File: config.mk
export PLATFORM = sky130hd
export DESIGN_NAME = eth_port_bridge
export DESIGN_NICKNAME = d
export VERILOG_FILES = /design/src/design/bridge_pkg.sv /design/src/design/rx_payload_strip.sv /design/src/design/tx_frame_fifo.sv /design/src/design/mac_tx_feeder.sv /design/src/design/port_select.sv /design/src/design/eth_port_bridge.sv
export SDC_FILE = /design/constraint.sdc
export NUM_CORES = 2
export LEC_CHECK = 0
export ABC_CLOCK_PERIOD_IN_PS = 3700
export BUFFER_PORTS_ARGS = -buffer_cell sky130_fd_sc_hd__clkbuf_2
export CORE_MARGIN = 2
export CORE_UTILIZATION = 36
export DETAILED_ROUTE_END_ITERATION = 7
export GPL_ROUTABILITY_DRIVEN = 0
export SETUP_SLACK_MARGIN = 0.3
export SKIP_LAST_GASP = 1
export SLEW_MARGIN = 15
export SYNTH_ARGS = -nofsm -noshare
export SYNTH_HDL_FRONTEND = slang
export SYNTH_SLANG_ARGS = --single-unit
File: constraint.sdc
create_clock -name clk125M -period 3.7 [get_ports clk125M]
set_input_delay 0.555 -clock clk125M [delete_from_list [all_inputs] [get_ports clk125M]]
set_output_delay 0.555 -clock clk125M [all_outputs]
set_load 0.1 [all_outputs]
File: src/design/bridge_pkg.sv
`default_nettype none
//------------------------------
// bridge shared definitions
// byte and port types, rx trim sizes, tx feeder states
//------------------------------
package bridge_pkg;

    //------------------------------
    // widths
    //------------------------------
    localparam int MAX_PORTS = 4;                // upper limit for ETH_COUNT

    // one frame byte as it moves through mac, fifo and link
    typedef logic [7:0] byte_t;

    // index of the active port, sized for MAX_PORTS
    typedef logic [$clog2(MAX_PORTS)-1:0] port_sel_t;

    //------------------------------
    // rx frame trimming
    //------------------------------
    localparam int HDR_SKIP_BYTES = 8;           // preamble + sfd
    localparam int FCS_BYTES      = 4;           // crc32 tail

    // den history needed to decide whether a delayed byte is payload
    localparam int DEN_DEPTH = HDR_SKIP_BYTES + FCS_BYTES;

    //------------------------------
    // tx feeder
    //------------------------------
    typedef enum logic [1:0] {
        FEED_IDLE,                               // no complete frame yet
        FEED_REQ,                                // rq up, waiting for grant
        FEED_SEND                                // one pop per cycle
    } feeder_state_t;

endpackage

`default_nettype wire

File: src/design/rx_payload_strip.sv
`timescale 1ns/1ps
`default_nettype none
//------------------------------
// rx payload stripper
// drops leading header and trailing fcs bytes of each mac frame
//------------------------------
module rx_payload_strip (
    input  wire                     clk125M,
    input  wire                     rst_n_i,

    input  wire bridge_pkg::byte_t  rx_data_i,
    input  wire                     rx_den_i,
    input  wire                     rx_eof_i,

    output bridge_pkg::byte_t       pl_data_o,
    output logic                    pl_valid_o,
    output logic                    pl_last_o
);

    localparam int DEPTH = bridge_pkg::DEN_DEPTH;
    localparam int DLY   = bridge_pkg::FCS_BYTES;

    bridge_pkg::byte_t      data_sr [DLY];      // data delay line, [DLY-1] oldest
    logic [DEPTH-1:0]       den_sr;             // den history, msb oldest
    logic                   in_window;

    // delayed byte is payload once HDR_SKIP_BYTES bytes lie behind it
    // and the current byte is still in the frame, so the fcs is cut off.
    // the full window must be high, which also rejects a short frame
    // that follows a long one closely
    assign in_window = (&den_sr) & rx_den_i;

    //------------------------------
    // data path
    //------------------------------
    always_ff @(posedge clk125M) begin
        data_sr[0] <= rx_data_i;
        for (int k = 1; k < DLY; k++) begin
            data_sr[k] <= data_sr[k-1];
        end
        pl_data_o <= data_sr[DLY-1];            // last payload byte when eof arrives
    end

    //------------------------------
    // valid / last
    //------------------------------
    always_ff @(posedge clk125M or negedge rst_n_i) begin
        if (!rst_n_i) begin
            den_sr     <= '0;
            pl_valid_o <= 1'b0;
            pl_last_o  <= 1'b0;
        end else begin
            den_sr     <= {den_sr[DEPTH-2:0], rx_den_i};
            pl_valid_o <= in_window;
            pl_last_o  <= in_window & rx_eof_i; // eof lines up with last payload byte
        end
    end

endmodule

`default_nettype wire

File: src/design/tx_frame_fifo.sv
`timescale 1ns/1ps
`default_nettype none
//------------------------------
// tx frame fifo
// byte + end flag storage per port, counts complete frames held
//------------------------------
module tx_frame_fifo #(
    parameter int FIFO_AW = 6                   // 2**FIFO_AW entries
) (
    input  wire                     clk125M,
    input  wire                     rst_n_i,
    input  wire                     flush_i,    // port disabled, hold empty

    input  wire                     wr_en_i,
    input  wire bridge_pkg::byte_t  wr_data_i,
    input  wire                     wr_last_i,

    input  wire                     rd_en_i,
    output bridge_pkg::byte_t       rd_data_o,
    output logic                    rd_last_o,
    output logic                    frame_avail_o
);

    localparam int DEPTH = 2 ** FIFO_AW;

    logic [8:0]             mem [DEPTH];        // {end flag, byte}
    logic [FIFO_AW:0]       wr_ptr;             // extra msb tells full from empty
    logic [FIFO_AW:0]       rd_ptr;
    logic [FIFO_AW:0]       frame_cnt;          // complete frames stored
    logic                   full;
    logic                   empty;
    logic                   wr_ok;
    logic                   rd_ok;

    assign full  = (wr_ptr[FIFO_AW] != rd_ptr[FIFO_AW]) &&
                   (wr_ptr[FIFO_AW-1:0] == rd_ptr[FIFO_AW-1:0]);
    assign empty = (wr_ptr == rd_ptr);

    assign wr_ok = wr_en_i & ~full;             // byte dropped when full
    assign rd_ok = rd_en_i & ~empty;

    // head entry shown ahead of the pop
    assign rd_data_o = mem[rd_ptr[FIFO_AW-1:0]][7:0];
    assign rd_last_o = mem[rd_ptr[FIFO_AW-1:0]][8];

    assign frame_avail_o = (frame_cnt != '0);

    //------------------------------
    // storage
    //------------------------------
    always_ff @(posedge clk125M) begin
        if (wr_ok) begin
            mem[wr_ptr[FIFO_AW-1:0]] <= {wr_last_i, wr_data_i};
        end
    end

    //------------------------------
    // pointers and frame count
    //------------------------------
    always_ff @(posedge clk125M or negedge rst_n_i) begin
        if (!rst_n_i) begin
            wr_ptr    <= '0;
            rd_ptr    <= '0;
            frame_cnt <= '0;
        end else if (flush_i) begin
            wr_ptr    <= '0;
            rd_ptr    <= '0;
            frame_cnt <= '0;
        end else begin
            if (wr_ok) begin
                wr_ptr <= wr_ptr + 1'b1;
            end
            if (rd_ok) begin
                rd_ptr <= rd_ptr + 1'b1;
            end
            // frame in on written end flag, out on popped end flag
            case ({wr_ok & wr_last_i, rd_ok & rd_last_o})
                2'b10:   frame_cnt <= frame_cnt + 1'b1;
                2'b01:   frame_cnt <= frame_cnt - 1'b1;
                default: frame_cnt <= frame_cnt;
            endcase
        end
    end

endmodule

`default_nettype wire

File: src/design/mac_tx_feeder.sv
`timescale 1ns/1ps
`default_nettype none
//------------------------------
// mac tx feeder
// asks the mac for the medium and drains one frame per grant
//------------------------------
module mac_tx_feeder (
    input  wire                     clk125M,
    input  wire                     rst_n_i,

    // fifo side
    input  wire                     frame_avail_i,
    input  wire bridge_pkg::byte_t  rd_data_i,
    input  wire                     rd_last_i,
    output logic                    rd_en_o,

    // mac side
    input  wire                     mac_tx_ack_i,
    output logic                    mac_tx_rq_o,
    output bridge_pkg::byte_t       mac_tx_data_o,
    output logic                    mac_tx_val_o,
    output logic                    mac_tx_sof_o,
    output logic                    mac_tx_eof_o
);

    bridge_pkg::feeder_state_t  state;
    logic                       rd_en_q;        // pop of previous cycle

    // frame_avail stays up until the end byte is popped,
    // low here only when the fifo got flushed
    assign rd_en_o = (state == bridge_pkg::FEED_SEND) & frame_avail_i;

    //------------------------------
    // request / grant fsm
    //------------------------------
    always_ff @(posedge clk125M or negedge rst_n_i) begin
        if (!rst_n_i) begin
            state       <= bridge_pkg::FEED_IDLE;
            mac_tx_rq_o <= 1'b0;
        end else begin
            case (state)
                bridge_pkg::FEED_IDLE: begin
                    if (frame_avail_i) begin
                        state       <= bridge_pkg::FEED_REQ;
                        mac_tx_rq_o <= 1'b1;
                    end
                end
                bridge_pkg::FEED_REQ: begin
                    if (!frame_avail_i) begin       // flushed while waiting
                        state       <= bridge_pkg::FEED_IDLE;
                        mac_tx_rq_o <= 1'b0;
                    end else if (mac_tx_ack_i) begin
                        state <= bridge_pkg::FEED_SEND;
                    end
                end
                bridge_pkg::FEED_SEND: begin
                    if (!frame_avail_i || rd_last_i) begin
                        state       <= bridge_pkg::FEED_IDLE;
                        mac_tx_rq_o <= 1'b0;        // drops after last pop
                    end
                end
                default: begin
                    state       <= bridge_pkg::FEED_IDLE;
                    mac_tx_rq_o <= 1'b0;
                end
            endcase
        end
    end

    //------------------------------
    // mac strobes, one cycle behind the pop
    //------------------------------
    always_ff @(posedge clk125M) begin
        mac_tx_data_o <= rd_data_i;
    end

    always_ff @(posedge clk125M or negedge rst_n_i) begin
        if (!rst_n_i) begin
            rd_en_q      <= 1'b0;
            mac_tx_val_o <= 1'b0;
            mac_tx_sof_o <= 1'b0;
            mac_tx_eof_o <= 1'b0;
        end else begin
            rd_en_q      <= rd_en_o;
            mac_tx_val_o <= rd_en_o;
            mac_tx_sof_o <= rd_en_o & ~rd_en_q;     // first pop of the frame
            mac_tx_eof_o <= rd_en_o & rd_last_i;
        end
    end

endmodule

`default_nettype wire

File: src/design/port_select.sv
`timescale 1ns/1ps
`default_nettype none
//------------------------------
// port selector
// link tx mux from the active port, link rx steered to its fifo
//------------------------------
module port_select #(
    parameter int ETH_COUNT = 4
) (
    input  wire                         clk125M,
    input  wire                         rst_n_i,

    input  wire                         module_en_i,
    input  wire bridge_pkg::port_sel_t  eth_num_i,
    input  wire                         link_channel_up_i,
    input  wire [ETH_COUNT-1:0]         mac_link_up_i,

    // stripped rx payload of every port
    input  wire [ETH_COUNT*8-1:0]       pl_data_i,
    input  wire [ETH_COUNT-1:0]         pl_valid_i,
    input  wire [ETH_COUNT-1:0]         pl_last_i,

    // link rx
    input  wire bridge_pkg::byte_t      link_rx_data_i,
    input  wire                         link_rx_valid_i,
    input  wire                         link_rx_last_i,

    // fifo write side
    output logic [ETH_COUNT-1:0]        wr_en_o,
    output bridge_pkg::byte_t           wr_data_o,
    output logic                        wr_last_o,
    output logic [ETH_COUNT-1:0]        flush_o,

    // link tx
    output bridge_pkg::byte_t           link_tx_data_o,
    output logic                        link_tx_valid_o,
    output logic                        link_tx_last_o
);

    logic [ETH_COUNT-1:0]   port_en;
    logic                   sel_ok;             // module on, selected port exists

    //------------------------------
    // link rx -> fifo
    //------------------------------
    always_comb begin
        for (int i = 0; i < ETH_COUNT; i++) begin
            port_en[i] = module_en_i && (int'(eth_num_i) == i) &&
                         mac_link_up_i[i] && link_channel_up_i;
        end
    end

    assign flush_o   = ~port_en;                // idle ports keep their fifo empty
    assign wr_en_o   = port_en & {ETH_COUNT{link_rx_valid_i}};
    assign wr_data_o = link_rx_data_i;          // shared, wr_en picks the port
    assign wr_last_o = link_rx_last_i;

    //------------------------------
    // rx payload -> link tx
    //------------------------------
    assign sel_ok = module_en_i && (int'(eth_num_i) < ETH_COUNT);

    always_ff @(posedge clk125M) begin
        if (sel_ok) begin
            link_tx_data_o <= pl_data_i[eth_num_i*8 +: 8];
        end
    end

    always_ff @(posedge clk125M or negedge rst_n_i) begin
        if (!rst_n_i) begin
            link_tx_valid_o <= 1'b0;
            link_tx_last_o  <= 1'b0;
        end else begin
            link_tx_valid_o <= sel_ok && pl_valid_i[eth_num_i];
            link_tx_last_o  <= sel_ok && pl_valid_i[eth_num_i] && pl_last_i[eth_num_i];
        end
    end

endmodule

`default_nettype wire

File: src/design/eth_port_bridge.sv
`timescale 1ns/1ps
`default_nettype none
//------------------------------
// ethernet port bridge
// per-port rx strip and tx fifo/feeder joined to one serial link
//------------------------------
module eth_port_bridge #(
    parameter int ETH_COUNT = 4,                // 1 .. MAX_PORTS
    parameter int FIFO_AW   = 6                 // 64 bytes per port
) (
    input  wire                         clk125M,
    input  wire                         rst_n_i,

    input  wire                         module_en_i,
    input  wire bridge_pkg::port_sel_t  eth_num_i,
    input  wire                         link_channel_up_i,

    // mac rx
    input  wire [ETH_COUNT-1:0]         mac_link_up_i,
    input  wire [ETH_COUNT*8-1:0]       mac_rx_data_i,
    input  wire [ETH_COUNT-1:0]         mac_rx_den_i,
    input  wire [ETH_COUNT-1:0]         mac_rx_eof_i,

    // mac tx
    input  wire [ETH_COUNT-1:0]         mac_tx_ack_i,
    output logic [ETH_COUNT-1:0]        mac_tx_rq_o,
    output logic [ETH_COUNT*8-1:0]      mac_tx_data_o,
    output logic [ETH_COUNT-1:0]        mac_tx_val_o,
    output logic [ETH_COUNT-1:0]        mac_tx_sof_o,
    output logic [ETH_COUNT-1:0]        mac_tx_eof_o,

    // serial link
    input  wire bridge_pkg::byte_t      link_rx_data_i,
    input  wire                         link_rx_valid_i,
    input  wire                         link_rx_last_i,
    output bridge_pkg::byte_t           link_tx_data_o,
    output logic                        link_tx_valid_o,
    output logic                        link_tx_last_o
);

    // stripper -> selector
    wire [ETH_COUNT*8-1:0]      pl_data;
    wire [ETH_COUNT-1:0]        pl_valid;
    wire [ETH_COUNT-1:0]        pl_last;

    // selector -> fifo
    wire [ETH_COUNT-1:0]        wr_en;
    wire bridge_pkg::byte_t     wr_data;
    wire                        wr_last;
    wire [ETH_COUNT-1:0]        flush;

    // fifo <-> feeder
    wire [ETH_COUNT-1:0]        rd_en;
    wire [ETH_COUNT*8-1:0]      rd_data;
    wire [ETH_COUNT-1:0]        rd_last;
    wire [ETH_COUNT-1:0]        frame_avail;

    //------------------------------
    // per-port lanes
    //------------------------------
    for (genvar x = 0; x < ETH_COUNT; x++) begin : eth
        rx_payload_strip strip_inst (
            .clk125M    (clk125M),
            .rst_n_i    (rst_n_i),
            .rx_data_i  (mac_rx_data_i[x*8 +: 8]),
            .rx_den_i   (mac_rx_den_i[x]),
            .rx_eof_i   (mac_rx_eof_i[x]),
            .pl_data_o  (pl_data[x*8 +: 8]),
            .pl_valid_o (pl_valid[x]),
            .pl_last_o  (pl_last[x])
        );

        tx_frame_fifo #(
            .FIFO_AW (FIFO_AW)
        ) fifo_inst (
            .clk125M       (clk125M),
            .rst_n_i       (rst_n_i),
            .flush_i       (flush[x]),
            .wr_en_i       (wr_en[x]),
            .wr_data_i     (wr_data),
            .wr_last_i     (wr_last),
            .rd_en_i       (rd_en[x]),
            .rd_data_o     (rd_data[x*8 +: 8]),
            .rd_last_o     (rd_last[x]),
            .frame_avail_o (frame_avail[x])
        );

        mac_tx_feeder feeder_inst (
            .clk125M       (clk125M),
            .rst_n_i       (rst_n_i),
            .frame_avail_i (frame_avail[x]),
            .rd_data_i     (rd_data[x*8 +: 8]),
            .rd_last_i     (rd_last[x]),
            .rd_en_o       (rd_en[x]),
            .mac_tx_ack_i  (mac_tx_ack_i[x]),
            .mac_tx_rq_o   (mac_tx_rq_o[x]),
            .mac_tx_data_o (mac_tx_data_o[x*8 +: 8]),
            .mac_tx_val_o  (mac_tx_val_o[x]),
            .mac_tx_sof_o  (mac_tx_sof_o[x]),
            .mac_tx_eof_o  (mac_tx_eof_o[x])
        );
    end

    //------------------------------
    // port selection
    //------------------------------
    port_select #(
        .ETH_COUNT (ETH_COUNT)
    ) select_inst (
        .clk125M           (clk125M),
        .rst_n_i           (rst_n_i),
        .module_en_i       (module_en_i),
        .eth_num_i         (eth_num_i),
        .link_channel_up_i (link_channel_up_i),
        .mac_link_up_i     (mac_link_up_i),
        .pl_data_i         (pl_data),
        .pl_valid_i        (pl_valid),
        .pl_last_i         (pl_last),
        .link_rx_data_i    (link_rx_data_i),
        .link_rx_valid_i   (link_rx_valid_i),
        .link_rx_last_i    (link_rx_last_i),
        .wr_en_o           (wr_en),
        .wr_data_o         (wr_data),
        .wr_last_o         (wr_last),
        .flush_o           (flush),
        .link_tx_data_o    (link_tx_data_o),
        .link_tx_valid_o   (link_tx_valid_o),
        .link_tx_last_o    (link_tx_last_o)
    );

endmodule

`default_nettype wire

-- Word-level counts from Yosys, hierarchy flattened
Memories as Yosys holds them, arrays and structs flattened. A register that Yosys moved wholly into a read port is not among the register bits.
Cells that the tools add are included.
- $add $sub $neg: 16
- $lt $le $gt $ge: 1
- equal/unequal tests: 47
- shifts and indexed selects: 1
- muxes and demuxes: 72
- bitwise logic cells: 50
- reductions and logical operators: 59
- operators with widths (cell ; count):
    7-bit two-way mux ; 20
    7-bit by 1-bit adder with 7-bit output, second input constant ; 12
    7-bit one-hot mux with 2 select lines ; 4
    12-bit AND reduction ; 4
    1-bit bitwise AND ; 36
    2-bit two-way mux ; 16
    32-bit by 6-bit variable part select with 8-bit output ; 1
    7-bit equality test ; 4
    7-bit nonzero test ; 4
    7-bit by 1-bit subtractor with 7-bit output, second input constant ; 4
    6-bit equality test ; 4
    2-bit one-hot mux with 3 select lines ; 4
    3-bit AND reduction ; 8
    1-bit two-way mux ; 22
    2-bit equality test, second input constant ; 10
    2-bit by 1-bit equality test with 1-bit output, second input constant ; 9
    1-bit logical AND ; 18
    2-bit != test, second input constant ; 8
    2-bit nonzero test ; 8
    3-bit != test, second input constant ; 4
    1-bit inverter ; 12
    1-bit one-hot mux with 3 select lines ; 4
    3-bit nonzero test ; 4
    2-bit logical NOT ; 5
    8 further kinds ; 21
- register bits after elaboration: 206
- bits in writable memories: 2432
- input bits: 64
- output and inout port bits: 58
- memories: 8
- memories (name ; depth ; bits a word ; read ports ; clocked after memory_dff ; write ports ; line ; source):
    eth[0].fifo_inst.mem ; 64 ; 9 ; 1 ; 0 ; 1 ; tx_frame_fifo.sv:26 ; logic [8:0] mem [DEPTH];
    eth[1].fifo_inst.mem ; 64 ; 9 ; 1 ; 0 ; 1 ; tx_frame_fifo.sv:26 ;
    eth[2].fifo_inst.mem ; 64 ; 9 ; 1 ; 0 ; 1 ; tx_frame_fifo.sv:26 ;
    eth[3].fifo_inst.mem ; 64 ; 9 ; 1 ; 0 ; 1 ; tx_frame_fifo.sv:26 ;
    eth[0].strip_inst.data_sr ; 4 ; 8 ; 4 ; 1 ; 4 ; rx_payload_strip.sv:23 ; bridge_pkg::byte_t data_sr [DLY];
    eth[1].strip_inst.data_sr ; 4 ; 8 ; 4 ; 1 ; 4 ; rx_payload_strip.sv:23 ;
    2 more memories ; -- ; -- ; -- ; -- ; -- ; -- ;

-- Depth between registers and ports, before layout
- depth after elaboration: 10
- mapped depth: 19
- mapped depth without buffers: 15

-- By module
From an unflattened synthesis, not the netlist that was laid out.
- cells, all modules: 4744
- area, all modules: 101566.2 um^2
- by module, submodules not included (module ; instances ; cells an instance ; area each (um^2)):
    tx_frame_fifo ; 4 ; 1086 ; 23611.4
    rx_payload_strip ; 4 ; 61 ; 1189.9
    mac_tx_feeder ; 4 ; 28 ; 410.4
    port_select ; 1 ; 44 ; 719.4

-- Worst setup path before layout
Ideal clock, no wire load.
- path type: reg-to-reg
- start: reg eth[3].fifo_inst.rd_ptr[0]
- end: reg eth[3].fifo_inst.frame_cnt[6]
- arrival time: 3.944 ns
- required time: 3.577 ns
- path slack: -0.367 ns
- cell stages (with the launch flop): 20
- buffers on the path: 4
- period minus slack after synthesis: 4.067 ns
- path through: dfrtp_1 > buf_2 > buf_2 > buf_4 > mux4_2 > mux2i_1 > a31oi_1 > nand4_1 > nand2_1 > and2_1 > ha_1 > clkbuf_1 > xor2_1 > ha_1 > and3b_1 > o21ai_0 > nand2_1 > a21bo_2 > o31a_1 > mux2i_1
- cells in the longest elaborated chain, start to end: 8
- RTL lines (element ; line ; source):
    start, declared ; tx_frame_fifo.sv:28 ; logic [FIFO_AW:0] rd_ptr;
    start signal, assigned ; tx_frame_fifo.sv:74 ; rd_ptr <= rd_ptr + 1'b1;
    parallel branches: the longest is 8 deep, another holds memory 64 x 9 bit ; -- ;
    end signal, assigned ; tx_frame_fifo.sv:78 ; 2'b10: frame_cnt <= frame_cnt + 1'b1;
    end signal, assigned ; tx_frame_fifo.sv:79 ; 2'b01: frame_cnt <= frame_cnt - 1'b1;
    end signal, assigned ; tx_frame_fifo.sv:80 ; default: frame_cnt <= frame_cnt;
    end, declared ; tx_frame_fifo.sv:29 ; logic [FIFO_AW:0] frame_cnt;
Several ways; the timed one is not identified.
A chain may end at the register's enable or synchronous reset.

-- Final worst setup path
- start: reg eth[2].fifo_inst.rd_ptr[0]
- end: reg eth[2].fifo_inst.frame_cnt[6]
- cells in the longest elaborated chain, start to end: 8
- RTL lines (element ; line):
    start, declared ; tx_frame_fifo.sv:28
    start signal, assigned ; tx_frame_fifo.sv:74
    parallel branches: the longest is 8 deep, another holds memory 64 x 9 bit ; --
    end signal, assigned ; tx_frame_fifo.sv:78
    end signal, assigned ; tx_frame_fifo.sv:79
    end signal, assigned ; tx_frame_fifo.sv:80
    end, declared ; tx_frame_fifo.sv:29
Several ways; the timed one is not identified.

==> flow_metrics.env <==
export IMPL_drive_gt1_share_pct=34.6
export IMPL_track_usage_pct=15.8
export IMPL_worst_ep_arrival_time_ns=4.64
export IMPL_p_switching_mw=12.6
export IMPL_most_common_layout_cells="edfxtp_1 (2312), mux4_2 (745), buf_4 (450)"
export IMPL_worst_setup_path_end_kind="register"
export IMPL_synth_distinct_cells=68
export IMPL_startpoint_type="register"
export IMPL_routed_via_density=5.17
export IMPL_intPower_mw=49.1
export IMPL_async_flop_share_pct=6.22
export IMPL_synth_area_um2=101000
export IMPL_grt_pass1_vias=49500
export IMPL_vias=48200
export IMPL_cts_sinks=2670
export IMPL_dr_pass1_iters=5
export IMPL_final_area_um2=120000
export IMPL_fillers=23900
export IMPL_avgSynthCellArea_um2=21.7
export IMPL_cts_tree="built"
export IMPL_synth_seq_cells=2670
export IMPL_grt_first_pass_wirelength_mm=338
export IMPL_htreeDepth=5
export IMPL_area_delta_synth_final_pct=18.6
export IMPL_num_rows=194
export IMPL_vdd_drop_max_v=0.000463
export IMPL_violations="setup timing"
export IMPL_io_pins=122
export IMPL_cts_made_buffers=286
export IMPL_core_area_um2=279000
export IMPL_finalSetupViolCount=3
export IMPL_path_class="reg2reg"
export IMPL_place_ws_ns=-0.226
export IMPL_antenna_left=0
export IMPL_p_leak_nw=38.1
export IMPL_tightest_slew_ns=1.01
export IMPL_clockBufferDepth=4
export IMPL_final_common_cell="edfxtp_1"
export IMPL_post_route_period_util_pct=105
export IMPL_timing_fmax_mhz=258
export IMPL_fp_dieW_um=534
export IMPL_synth_top_area_share_pct=68.6
export IMPL_worstPathRequired_ns=4.46
export IMPL_netlist_top_cell_by_area="edfxtp_1"
export IMPL_dpl_cell_area_um2=109000
export IMPL_switching_share_pct=20.4
export IMPL_highest_layer="met4"
export IMPL_fin_crit_ns=3.88
export IMPL_initial_utilization_pct=36.2
export IMPL_fin_setup_tns_ns=-0.344
export IMPL_startpoint="eth[2].fifo_inst.rd_ptr[0]$_DFFE_PN0P_"
export IMPL_seq_area_um2=77500
export IMPL_utilization_pct=42.9
export IMPL_rsz0062_at_grt="true"
export IMPL_die_area_um2=285000
export IMPL_fin_nets=5440
export IMPL_grt_ovfl_total=0
export IMPL_m1WireLength_mm=98.2
export IMPL_ys_top_cells_by_area="edfxtp_1 (69%), mux4_2 (17%), dfrtp_1 (4.1%)"
export IMPL_multiInputGateArea_um2=23100
export IMPL_drt_iter0_markers=4441
export IMPL_drc_errors=0
export IMPL_synth_edf_count=2312
export IMPL_wl_mm=227
export IMPL_synthCells=4669
export IMPL_avgRoutedWirePerCell_um=24.4
export IMPL_crit_path_max_fanout=6
export IMPL_met3_length_mm=12.1
export IMPL_dp_final_hpwl_mm=141
export IMPL_synthFlopType="edfxtp_1"
export IMPL_status="finished, violations left"
export IMPL_clk_pin_slew_ns=0.06
export IMPL_reg2reg_from="eth[2].fifo_inst.rd_ptr[0]$_DFFE_PN0P_"
export IMPL_whs_ns=0.0886
export IMPL_slew_viol_final=0
export IMPL_hold_start="link_rx_data_i[6]"
export IMPL_relSlewSlack_pct=33.0
export IMPL_antenna_found_initial=15
export IMPL_portBuffers=121
export IMPL_clk_latency_ns=0.92
export IMPL_finalHoldViolations=0
export IMPL_p_clk_share_pct=45.4
export IMPL_grt_max_degree=116
export IMPL_cap_violations=0
export IMPL_seq_power_share_pct=53.3
export IMPL_clock_skew_final_ns=0.0882
export IMPL_route_met2_wl_mm=111
export IMPL_cts_root_buffer="clkbuf_16"
export IMPL_setup_ws_ns=-0.179
export IMPL_synth_fp_nets=4757
export IMPL_die_h_um=534
export IMPL_yosys_warnings=0
export IMPL_worstHoldPathType="in2reg"
export IMPL_ys_seq_area_share_pct=76.6
export IMPL_powerDensity_nw_per_um2=514
export IMPL_p_comb_share_pct=1.3
## final cells by class
type | instances | share of cell area (%)
Sequential cell | 2670 | 64.6
Antenna cell | 7 | 0.0146
Multi-Input combinational cell | 1704 | 19.3
Tap cell | 3724 | 3.88
Clock buffer | 359 | 6.36
Inverter | 31 | 0.100
Clock inverter | 160 | 1.39
Timing Repair Buffer | 659 | 4.38
## Yosys cell counts (all sizes together) (4+ instances only)
master and count:
nand4 27, nand2b 13, nor3b 10, ha 24
clkbuf 107, and3 12, nand2 76, nor3 7
buf 157, o22ai 4, or3 26, edfxtp 2312
xor2 55, nor4 14, a31oi 12, o21ai 24
o41ai 5, or2 4, and3b 7, dfrtp 166
o21a 5, nand3b 16, a211oi 5, or4 4
nor2b 11, a22oi 6, a221oi 4, o31a 6
mux2 7, and2 26, inv 31, dfxtp 192
nor2 357, nand3 48, mux2i 32, xnor2 43
or3b 4, o31ai 7, a21oi 30, mux4 745
## path summary, 6_finish.rpt
| check | endpoint | slack (ns) | cells past startpoint |
|---|---|---|---|
| worst max-delay path | eth[2].fifo_inst.frame_cnt[6]$_DFFE_PN0P_ | -0.18 | 16 |
| worst min-delay path | eth[2].fifo_inst.mem[10][6]$_DFFE_PP_ | 0.09 | 1 |
| worst max register to register | eth[2].fifo_inst.frame_cnt[6]$_DFFE_PN0P_ | -0.18 | 16 |
| worst min register to register | eth[3].strip_inst.data_sr[3][6]$_DFF_P_ | 0.30 | 0 |
| max in group asynchronous | eth[3].feeder_inst.mac_tx_rq_o$_DFFE_PN0P_ | 2.31 | 3 |
| min in group asynchronous | eth[3].fifo_inst.rd_ptr[2]$_DFFE_PN0P_ | 0.24 | 2 |
## sequential cells by signal, indices dropped and copies added (netlist names), 4 cells and up
signal,flops
eth.strip_inst.pl_last_o,4
eth.feeder_inst.state,8
eth.strip_inst.pl_data_o,32
eth.strip_inst.den_sr,48
eth.fifo_inst.wr_ptr,28
eth.fifo_inst.frame_cnt,28
select_inst.link_tx_data_o,8
eth.strip_inst.pl_valid_o,4
eth.feeder_inst.mac_tx_eof_o,4
eth.feeder_inst.mac_tx_data_o,32
eth.feeder_inst.mac_tx_rq_o,4
eth.fifo_inst.rd_ptr,28
eth.strip_inst.data_sr,128
eth.feeder_inst.mac_tx_val_o,4
eth.feeder_inst.mac_tx_sof_o,4
eth.fifo_inst.mem,2304
## cell families after synthesis
| kind of cell | Yosys count | share of synthesized area (%) |
|---|---|---|
| xor gates and xnor gates | 98 | 0.849 |
| adders and majority gates | 26 | 0.317 |
| and+or+nand+nor | 667 | 3.08 |
| muxes | 784 | 17.0 |
| DFF | 2670 | 76.6 |
| buffers and inverters | 295 | 1.33 |
| AOI/OAI and AO/OA | 129 | 0.888 |
## critical path: stages (launching register included)
cell,delay (ns)
dfrtp_4,0.48
mux4_2,0.52
mux2_2,0.31
a21oi_4,0.18
a221oi_4,0.08
buf_4,0.15
a41o_1,0.24
and2_4,0.19
ha_4,0.15
xor2_1,0.14
ha_2,0.18
or3_4,0.38
a21oi_4,0.14
buf_6,0.12
o41ai_1,0.06
o31a_1,0.30
mux2i_1,0.12
## stage by stage
| step | power (mW) | std cells |
|---|---|---|
| after floorplan | 33.6 | 4669 |
| after global placement | 34.2 | 8713 |
| after detailed placement | 34.3 | 8713 |
| after CTS | 62.4 | 9298 |
| after global routing | 63.6 | 9309 |
| final | 61.7 | 9314 |
## power by group through the flow
| stage | logic (mW) | clock network [mW] | registers (mW) |
|---|---|---|---|
| after floorplan | 0.0655 | 0 | 33.6 |
| after global placement | 0.749 | 0 | 33.5 |
| after detailed placement | 0.787 | 0 | 33.5 |
| after CTS | 0.823 | 28.7 | 32.9 |
| after global routing | 0.872 | 29.9 | 32.9 |
| final | 0.795 | 28.0 | 32.9 |
## what timing repair did
action | 4_1_cts | 5_1_grt
resized for setup | 107 | 65
hold endpoints to repair | 106 | 0
setup buffers | 18 | 9
cloned | 3 | 0
pin swaps | 55 | 37
setup endpoints to repair | 308 | 314
hold buffers | 45 | 0
## layer usage
metal	global-route usage, %	vias up
met2	25.7	1410
li1	-	20600
met4	4.34	0
met1	22.4	25900
met3	2.07	344
met5	0	-
No activity file was read; power rests on OpenSTA's default activity.
